==> src/rtl/noc_fifo_pkg.sv <==
// ------------------------------
// NoC input buffer definitions
// ------------------------------

package noc_fifo_pkg;

  // ------------------------------
  // Widths and sizes
  // ------------------------------
  localparam int DATA_WIDTH = 32;
  localparam int TYPE_WIDTH = 3;

  // Slot count and one-hot pointer width, one slot is kept free
  localparam int DEPTH = 4;

  // Owed credits for drops that collide with a read
  localparam int CREDIT_CNT_WIDTH = 2;

  // ------------------------------
  // Types
  // ------------------------------
  typedef logic [DATA_WIDTH-1:0] flit_t;
  typedef logic [DEPTH-1:0] slot_ptr_t;

  // Flit type field sits in the top bits of the flit
  typedef enum logic [TYPE_WIDTH-1:0] {
    FLIT_HEADER = 3'b001,
    FLIT_BODY   = 3'b010,
    FLIT_TAIL   = 3'b100
  } flit_type_e;

  // Packet drop FSM, one-hot
  typedef enum logic [4:0] {
    ST_IDLE   = 5'b00001,
    ST_HEADER = 5'b00010,
    ST_BODY   = 5'b00100,
    ST_TAIL   = 5'b01000,
    ST_DROP   = 5'b10000
  } drop_state_e;

  // Tail type with even parity in bit 0
  localparam flit_t FAKE_TAIL = 32'h80000001;

endpackage

==> src/rtl/flit_buffer.sv <==
// ------------------------------
// Circular flit buffer
// ------------------------------

`timescale 1ns/100ps

module flit_buffer (
  input  logic                clk,
  input  logic                reset,
  input  logic                store_flit,
  input  logic                store_fake_tail,
  input  noc_fifo_pkg::flit_t rx,
  input  logic                read_en,
  output noc_fifo_pkg::flit_t data_out,
  output logic                empty_out,
  output logic                read_accepted
);

  noc_fifo_pkg::flit_t     mem [noc_fifo_pkg::DEPTH];
  noc_fifo_pkg::slot_ptr_t write_ptr;
  noc_fifo_pkg::slot_ptr_t read_ptr;
  noc_fifo_pkg::flit_t     write_data;
  logic                    write_en;
  logic                    full;

  // ------------------------------
  // Flags
  // ------------------------------
  assign empty_out = (read_ptr == write_ptr);

  // Full when the write pointer sits one slot behind the read pointer
  assign full = (write_ptr == {read_ptr[0], read_ptr[noc_fifo_pkg::DEPTH-1:1]});

  assign write_en      = store_flit & ~full;
  assign read_accepted = read_en & ~empty_out;

  // Fake tail replaces the broken flit in the same slot
  assign write_data = store_fake_tail ? noc_fifo_pkg::FAKE_TAIL : rx;

  // ------------------------------
  // Pointers and memory
  // ------------------------------
  always_ff @(posedge clk) begin
    if (!reset) begin
      write_ptr <= noc_fifo_pkg::slot_ptr_t'(1);
      read_ptr  <= noc_fifo_pkg::slot_ptr_t'(1);
      for (int i = 0; i < noc_fifo_pkg::DEPTH; i++) begin
        mem[i] <= '0;
      end
    end else begin
      if (write_en) begin
        for (int i = 0; i < noc_fifo_pkg::DEPTH; i++) begin
          if (write_ptr[i]) begin
            mem[i] <= write_data;
          end
        end
        write_ptr <= {write_ptr[noc_fifo_pkg::DEPTH-2:0], write_ptr[noc_fifo_pkg::DEPTH-1]};
      end
      if (read_accepted) begin
        read_ptr <= {read_ptr[noc_fifo_pkg::DEPTH-2:0], read_ptr[noc_fifo_pkg::DEPTH-1]};
      end
    end
  end

  // Head flit, straight from the slot under the read pointer
  always_comb begin
    data_out = mem[0];
    for (int i = 0; i < noc_fifo_pkg::DEPTH; i++) begin
      if (read_ptr[i]) begin
        data_out = mem[i];
      end
    end
  end

  // ------------------------------
  // Checks
  // ------------------------------
  a_ptr_onehot: assert property (
    @(posedge clk) disable iff (!reset)
    $onehot(write_ptr) && $onehot(read_ptr)
  );

  // An accepted write never wraps the write pointer onto the read pointer
  a_no_write_when_full: assert property (
    @(posedge clk) disable iff (!reset)
    write_en |=> !empty_out
  );

endmodule

==> src/rtl/packet_drop_fsm.sv <==
// ------------------------------
// Parity check and packet drop
// ------------------------------

`timescale 1ns/100ps

module packet_drop_fsm (
  input  logic                clk,
  input  logic                reset,
  input  logic                valid_in,
  input  noc_fifo_pkg::flit_t rx,
  output logic                store_flit,
  output logic                store_fake_tail,
  output logic                fake_credit,
  output logic                fault_info,
  output logic                health_info
);

  noc_fifo_pkg::drop_state_e state;
  noc_fifo_pkg::drop_state_e state_next;
  noc_fifo_pkg::flit_type_e  flit_type;
  logic                      parity_ok;
  logic                      healthy;
  logic                      faulty;
  logic                      fault_info_next;

  // ------------------------------
  // Flit decode
  // ------------------------------
  // Even parity over bits 31..1 lands in bit 0
  assign parity_ok = ((^rx[noc_fifo_pkg::DATA_WIDTH-1:1]) == rx[0]);
  assign healthy   = valid_in & parity_ok;
  assign faulty    = valid_in & ~parity_ok;

  assign flit_type = noc_fifo_pkg::flit_type_e'(
    rx[noc_fifo_pkg::DATA_WIDTH-1 -: noc_fifo_pkg::TYPE_WIDTH]);

  // ------------------------------
  // Next state and store decision
  // ------------------------------
  always_comb begin
    state_next      = state;
    store_flit      = 1'b0;
    store_fake_tail = 1'b0;
    fake_credit     = 1'b0;
    fault_info_next = 1'b0;
    health_info     = 1'b0;

    case (state)
      noc_fifo_pkg::ST_IDLE: begin
        if (healthy) begin
          store_flit = 1'b1;
          state_next = noc_fifo_pkg::ST_HEADER;
        end else if (faulty) begin
          fake_credit     = 1'b1;
          fault_info_next = 1'b1;
          state_next      = noc_fifo_pkg::ST_DROP;
        end
      end

      noc_fifo_pkg::ST_HEADER: begin
        if (healthy) begin
          store_flit = 1'b1;
          if (flit_type == noc_fifo_pkg::FLIT_BODY) begin
            state_next = noc_fifo_pkg::ST_BODY;
          end else if (flit_type == noc_fifo_pkg::FLIT_TAIL) begin
            state_next = noc_fifo_pkg::ST_TAIL;
          end
        end else if (faulty) begin
          // Close the packet downstream, the fake tail takes this flit's credit
          store_flit      = 1'b1;
          store_fake_tail = 1'b1;
          fault_info_next = 1'b1;
          state_next      = noc_fifo_pkg::ST_DROP;
        end
      end

      noc_fifo_pkg::ST_BODY: begin
        if (healthy) begin
          store_flit = 1'b1;
          if (flit_type == noc_fifo_pkg::FLIT_TAIL) begin
            health_info = 1'b1;
            state_next  = noc_fifo_pkg::ST_TAIL;
          end
        end else if (faulty) begin
          store_flit      = 1'b1;
          store_fake_tail = 1'b1;
          fault_info_next = 1'b1;
          state_next      = noc_fifo_pkg::ST_DROP;
        end
      end

      noc_fifo_pkg::ST_TAIL: begin
        if (healthy) begin
          store_flit = 1'b1;
          if (flit_type == noc_fifo_pkg::FLIT_HEADER) begin
            state_next = noc_fifo_pkg::ST_HEADER;
          end
        end else if (faulty) begin
          // Packet already closed, nothing to patch
          fake_credit     = 1'b1;
          fault_info_next = 1'b1;
          state_next      = noc_fifo_pkg::ST_DROP;
        end else begin
          state_next = noc_fifo_pkg::ST_IDLE;
        end
      end

      noc_fifo_pkg::ST_DROP: begin
        if (healthy && flit_type == noc_fifo_pkg::FLIT_HEADER) begin
          store_flit = 1'b1;
          state_next = noc_fifo_pkg::ST_HEADER;
        end else if (healthy && flit_type == noc_fifo_pkg::FLIT_TAIL) begin
          // End of the broken packet, still owes its credit
          fake_credit = 1'b1;
          state_next  = noc_fifo_pkg::ST_IDLE;
        end else if (valid_in) begin
          fake_credit = 1'b1;
          if (flit_type == noc_fifo_pkg::FLIT_HEADER) begin
            fault_info_next = 1'b1;
          end
        end
      end

      default: begin
        state_next = noc_fifo_pkg::ST_IDLE;
      end
    endcase
  end

  // ------------------------------
  // State and fault register
  // ------------------------------
  always_ff @(posedge clk) begin
    if (!reset) begin
      state      <= noc_fifo_pkg::ST_IDLE;
      fault_info <= 1'b0;
    end else begin
      state      <= state_next;
      fault_info <= fault_info_next;
    end
  end

  // ------------------------------
  // Checks
  // ------------------------------
  a_state_onehot: assert property (
    @(posedge clk) disable iff (!reset)
    $onehot(state)
  );

  a_fake_tail_stored: assert property (
    @(posedge clk) disable iff (!reset)
    store_fake_tail |-> store_flit
  );

endmodule

==> src/rtl/credit_counter.sv <==
// ------------------------------
// Credit return
// ------------------------------

`timescale 1ns/100ps

module credit_counter (
  input  logic clk,
  input  logic reset,
  input  logic read_accepted,
  input  logic fake_credit,
  output logic credit_out
);

  logic [noc_fifo_pkg::CREDIT_CNT_WIDTH-1:0] owed;
  logic [noc_fifo_pkg::CREDIT_CNT_WIDTH-1:0] owed_next;
  logic                                      credit_next;

  // One credit per cycle, a second one in the same cycle is owed
  always_comb begin
    owed_next   = owed;
    credit_next = read_accepted | fake_credit;
    if (read_accepted && fake_credit) begin
      owed_next = owed + 1'b1;
    end else if (!read_accepted && !fake_credit && owed != '0) begin
      owed_next   = owed - 1'b1;
      credit_next = 1'b1;
    end
  end

  always_ff @(posedge clk) begin
    if (!reset) begin
      owed       <= '0;
      credit_out <= 1'b0;
    end else begin
      owed       <= owed_next;
      credit_out <= credit_next;
    end
  end

  // Upstream holds at most DEPTH-1 credits, so the counter cannot wrap
  a_owed_no_overflow: assert property (
    @(posedge clk) disable iff (!reset)
    (read_accepted && fake_credit) |-> (owed != '1)
  );

endmodule

==> src/rtl/fifo_credit_based.sv <==
// ------------------------------
// Router port input buffer
// ------------------------------

`timescale 1ns/100ps

module fifo_credit_based (
  input  logic                clk,
  input  logic                reset,
  input  noc_fifo_pkg::flit_t rx,
  input  logic                valid_in,
  input  logic                read_en,
  output noc_fifo_pkg::flit_t data_out,
  output logic                empty_out,
  output logic                credit_out,
  output logic                fault_info,
  output logic                health_info
);

  logic store_flit;
  logic store_fake_tail;
  logic fake_credit;
  logic read_accepted;

  // ------------------------------
  // Parity check and drop FSM
  // ------------------------------
  packet_drop_fsm packet_drop_fsm_i (
    .clk             (clk),
    .reset           (reset),
    .valid_in        (valid_in),
    .rx              (rx),
    .store_flit      (store_flit),
    .store_fake_tail (store_fake_tail),
    .fake_credit     (fake_credit),
    .fault_info      (fault_info),
    .health_info     (health_info)
  );

  // ------------------------------
  // Flit storage
  // ------------------------------
  // Write gating on full happens here only
  flit_buffer flit_buffer_i (
    .clk             (clk),
    .reset           (reset),
    .store_flit      (store_flit),
    .store_fake_tail (store_fake_tail),
    .rx              (rx),
    .read_en         (read_en),
    .data_out        (data_out),
    .empty_out       (empty_out),
    .read_accepted   (read_accepted)
  );

  // ------------------------------
  // Credits back upstream
  // ------------------------------
  credit_counter credit_counter_i (
    .clk           (clk),
    .reset         (reset),
    .read_accepted (read_accepted),
    .fake_credit   (fake_credit),
    .credit_out    (credit_out)
  );

endmodule

==> config.mk <==
export PLATFORM = sky130hd
export DESIGN_NAME = fifo_credit_based
export DESIGN_NICKNAME = d
export VERILOG_FILES = /design/src/rtl/noc_fifo_pkg.sv /design/src/rtl/flit_buffer.sv /design/src/rtl/packet_drop_fsm.sv /design/src/rtl/credit_counter.sv /design/src/rtl/fifo_credit_based.sv
export SDC_FILE = /design/constraint.sdc
export NUM_CORES = 1
export LEC_CHECK = 0
export BUFFER_PORTS_ARGS = -buffer_cell sky130_fd_sc_hd__clkbuf_2
export CORE_UTILIZATION = 25
export CTS_BUF_LIST = sky130_fd_sc_hd__clkbuf_16
export DETAILED_ROUTE_END_ITERATION = 8
export PLACE_DENSITY_LB_ADDON = 0.15
export SLEW_MARGIN = 10
export SYNTH_ARGS = -nofsm -noshare
export SYNTH_HDL_FRONTEND = slang
export SYNTH_HIERARCHICAL = 1
export SYNTH_SLANG_ARGS = --single-unit
==> constraint.sdc <==
create_clock -name clk -period 13.1 [get_ports clk]
set_clock_uncertainty 0.15 [all_clocks]
set_input_delay 2.62 -clock clk [delete_from_list [all_inputs] [get_ports clk]]
set_output_delay 2.62 -clock clk [all_outputs]
set_load 0.01 [all_outputs]
==> run metrics <==
GPL Wtd Cong=0.763; Worst R2R End=flit_buffer_i/mem[1][10]; CP Launch Type=input port; R2R Path Start=packet_drop_fsm_i/state[4]; # DRC=0; total CTS buffers=17; most frequent cells in the layout=nor3_1, edfxtp_1, clkbuf_2; Final Max Slew Viols=0; Placed Cells=1040; TritonCTS clock tree=yes; worst skew pair latency=0.42 ns; Worst Path Arrival=4.77 ns; Area Growth Syn to Fin=18.0%; post-CTS setup buffer count=0; port bufs=71; power per cell area=206 nW/µm²; Final Hold Fails=0; final setup fails=0; minimum clock period=7.54 ns; total design power=0.00176 W; RSZ-0062 raised after global routing=no; root buffer cell=clkbuf_16; Ys Warns=6; clk buf depth=2; Yosys top cell area share=53.0%; Async SR Flop Fraction=0%; max-cap violation count=0; switch share=38.0%; largest cells by area after synthesis=edfxtp_1, nor3_1, mux2i_1; vias after detailed routing=4947; Reg power frac=36.6%; Initial DRT Pass Iterations=4; worst slew pin tran=1.02 ns; die height=172 µm; Total GRT Usage=13.7%; Initial Util=25.7%; Comb power frac=36.6%; syn_area_per_cell=11.6 µm²; grt total ovfl=0; Sequential Area=4190 µm²; diode count=0; cts repair resizes=0; area of the multi-input gates=2710 µm²; Clock Power Share=26.8%; DR iter-0 viols=247; synthesis-stage register bit count=145; reg2reg setup slack=9.27 ns; WL/cell=18.2 µm; final critical-path share of the clock period=57.6%; P_leak=3.08 nW; most common cell after layout, fill and taps aside=nor3_1; Filler Cells Inserted=2892; Syn Inst Count=623; area post-placement=7980 µm²; wire length of the first global-routing pass=29700 µm; largest net degree at the start of global routing=65; vias in the first global route=4977; Top-Level Pins=72; Syn Nets=662; final std cells w/o fill=1072; Req. time, crit path=10.33 ns; Core ar.=28200 µm²; WL final=19500 µm; initial antenna violation count=0; Max FO, Critical Path=7; Hold Path Sink=credit_counter_i/owed[0]; Synth area leader=edfxtp_1; HP Class=flop to flop; R2R depth=8; Finished Cell Area=8550 µm²; VDD IR max=0.0973 mV; CTS clk-pin slew, worst paths=0.07 ns; Fin Setup TNS=0 ns; worst hold path cell count=1; # hold bufs at CTS=0; prevailing post-synth register cell=edfxtp_1; HPWL Detailed=12000 µm; layout cells sized above 1=23.5%; Die ar.=29700 µm²; Hold Startpoint=credit_counter_i/owed[0]; Netlist cell types=51; final core occ=30.4%; NetSw=0.000669 W; outcome=finished, final reports clean; EDFF count, synth=128; Max Clk Rate=133 MHz; Int Pwr=0.00109 W; Seq/Total Area, Yosys=57.7%; TritonCTS Sinks=145; crit path kind=input port to output port; die width=172 µm; Site Rows=61; post-synthesis cell area=7250 µm²; vias per inst=4.61; Crit. End Element=output port; headroom to the max-slew limit=32.3%; Nets=720; DRT antenna net count=0; htree depth=4
cell type report:
cell class / count / area share [%]
multi-input cells: 393 / 31.7
well taps: 378 / 5.53
clock inverters: 15 / 1.67
flip-flops and latches: 145 / 49.0
repair buffers: 85 / 5.39
inverters: 39 / 1.71
clock buffers: 17 / 4.98
cell usage after synthesis, types with 2 or more instances:
| master | number |
|---|---|
| nor3_1 | 131 |
| buf_4 | 12 |
| mux2_2 | 32 |
| and2b_1 | 2 |
| or3b_1 | 2 |
| o21a_1 | 2 |
| ha_1 | 3 |
| mux2i_1 | 39 |
| o21ai_0 | 45 |
| and3_1 | 2 |
| buf_2 | 8 |
| nand2_1 | 46 |
| a211oi_1 | 2 |
| nand2b_1 | 4 |
| o22ai_1 | 2 |
| dfxtp_1 | 17 |
| nor4_1 | 3 |
| xor2_1 | 9 |
| a21oi_1 | 4 |
| xnor2_1 | 23 |
| buf_1 | 2 |
| and2_1 | 3 |
| inv_1 | 39 |
| nor2_1 | 10 |
| or3_1 | 3 |
| edfxtp_1 | 128 |
| xnor3_1 | 4 |
| clkbuf_1 | 23 |
flip-flops by register name (all words and copies together) (netlist names):
register / flops
credit_counter_i/credit_out: 1
packet_drop_fsm_i/fault_info: 1
flit_buffer_i/read_ptr: 4
flit_buffer_i/mem: 128
credit_counter_i/owed: 2
packet_drop_fsm_i/state: 5
flit_buffer_i/write_ptr: 4
per-layer routing:
layer / GRT usage (%) / routed length (µm) / vias to the layer above
met2: 22.8 / 9320 / 101
met4: 3.00 / 138 / 0
met3: 2.93 / 721 / 10
met5: 0 / 0 / -
li1: - / - / 2395
met1: 18.2 / 9350 / 2441
power by group through the flow:
stage	sequential (W)	combinational [W]	clock [W]
final	0.000644	0.000645	0.000472
after global routing	0.000653	0.000711	0.000500
after CTS	0.000646	0.000660	0.000484
after detailed placement	0.000656	0.000657	0
after global placement	0.000653	0.000652	0
after floorplan	0.000631	0.000467	0
worst max-delay path by stage:
stage	to	from	cells past startpoint	slack, ns
final	health_info	rx[31]	8	5.56
after global routing	health_info	rx[31]	8	5.42
after CTS	health_info	rx[31]	8	5.58
after detailed placement	health_info	rx[31]	8	5.59
after global placement	health_info	rx[31]	8	5.56
after floorplan	flit_buffer_i/mem[0][0]	rx[29]	10	5.50
metrics by stage:
| stage | setup WS, ns | hold slack, ns |
|---|---|---|
| detailed placement | 5.59 | 0.357 |
| finish | 5.56 | 0.367 |
| CTS | 5.58 | 0.367 |
| floorplan | 5.50 | 0.336 |
| global placement | 5.56 | 0.346 |
| global route | 5.42 | 0.389 |
critical path: stages:
cell and delay (ns):
clkbuf_2 0.14, xnor2_1 0.15, xnor2_1 0.34, xnor3_1 0.57
xnor3_1 0.36, nand2_1 0.13, nor4_1 0.26, clkbuf_2 0.19
cell families after synthesis:
logic type | Yosys count | share of synthesized area (%)
buffers and inverters | 85 | 5.27
multiplexers | 71 | 10.4
XOR/XNOR | 37 | 5.44
adder cells (fa/ha/maj) | 3 | 0.518
AND/OR/NAND/NOR | 215 | 14.7
flip-flops | 145 | 57.7
AO/OA/AOI/OAI | 67 | 5.99
No activity file was read; power rests on OpenSTA's default activity.
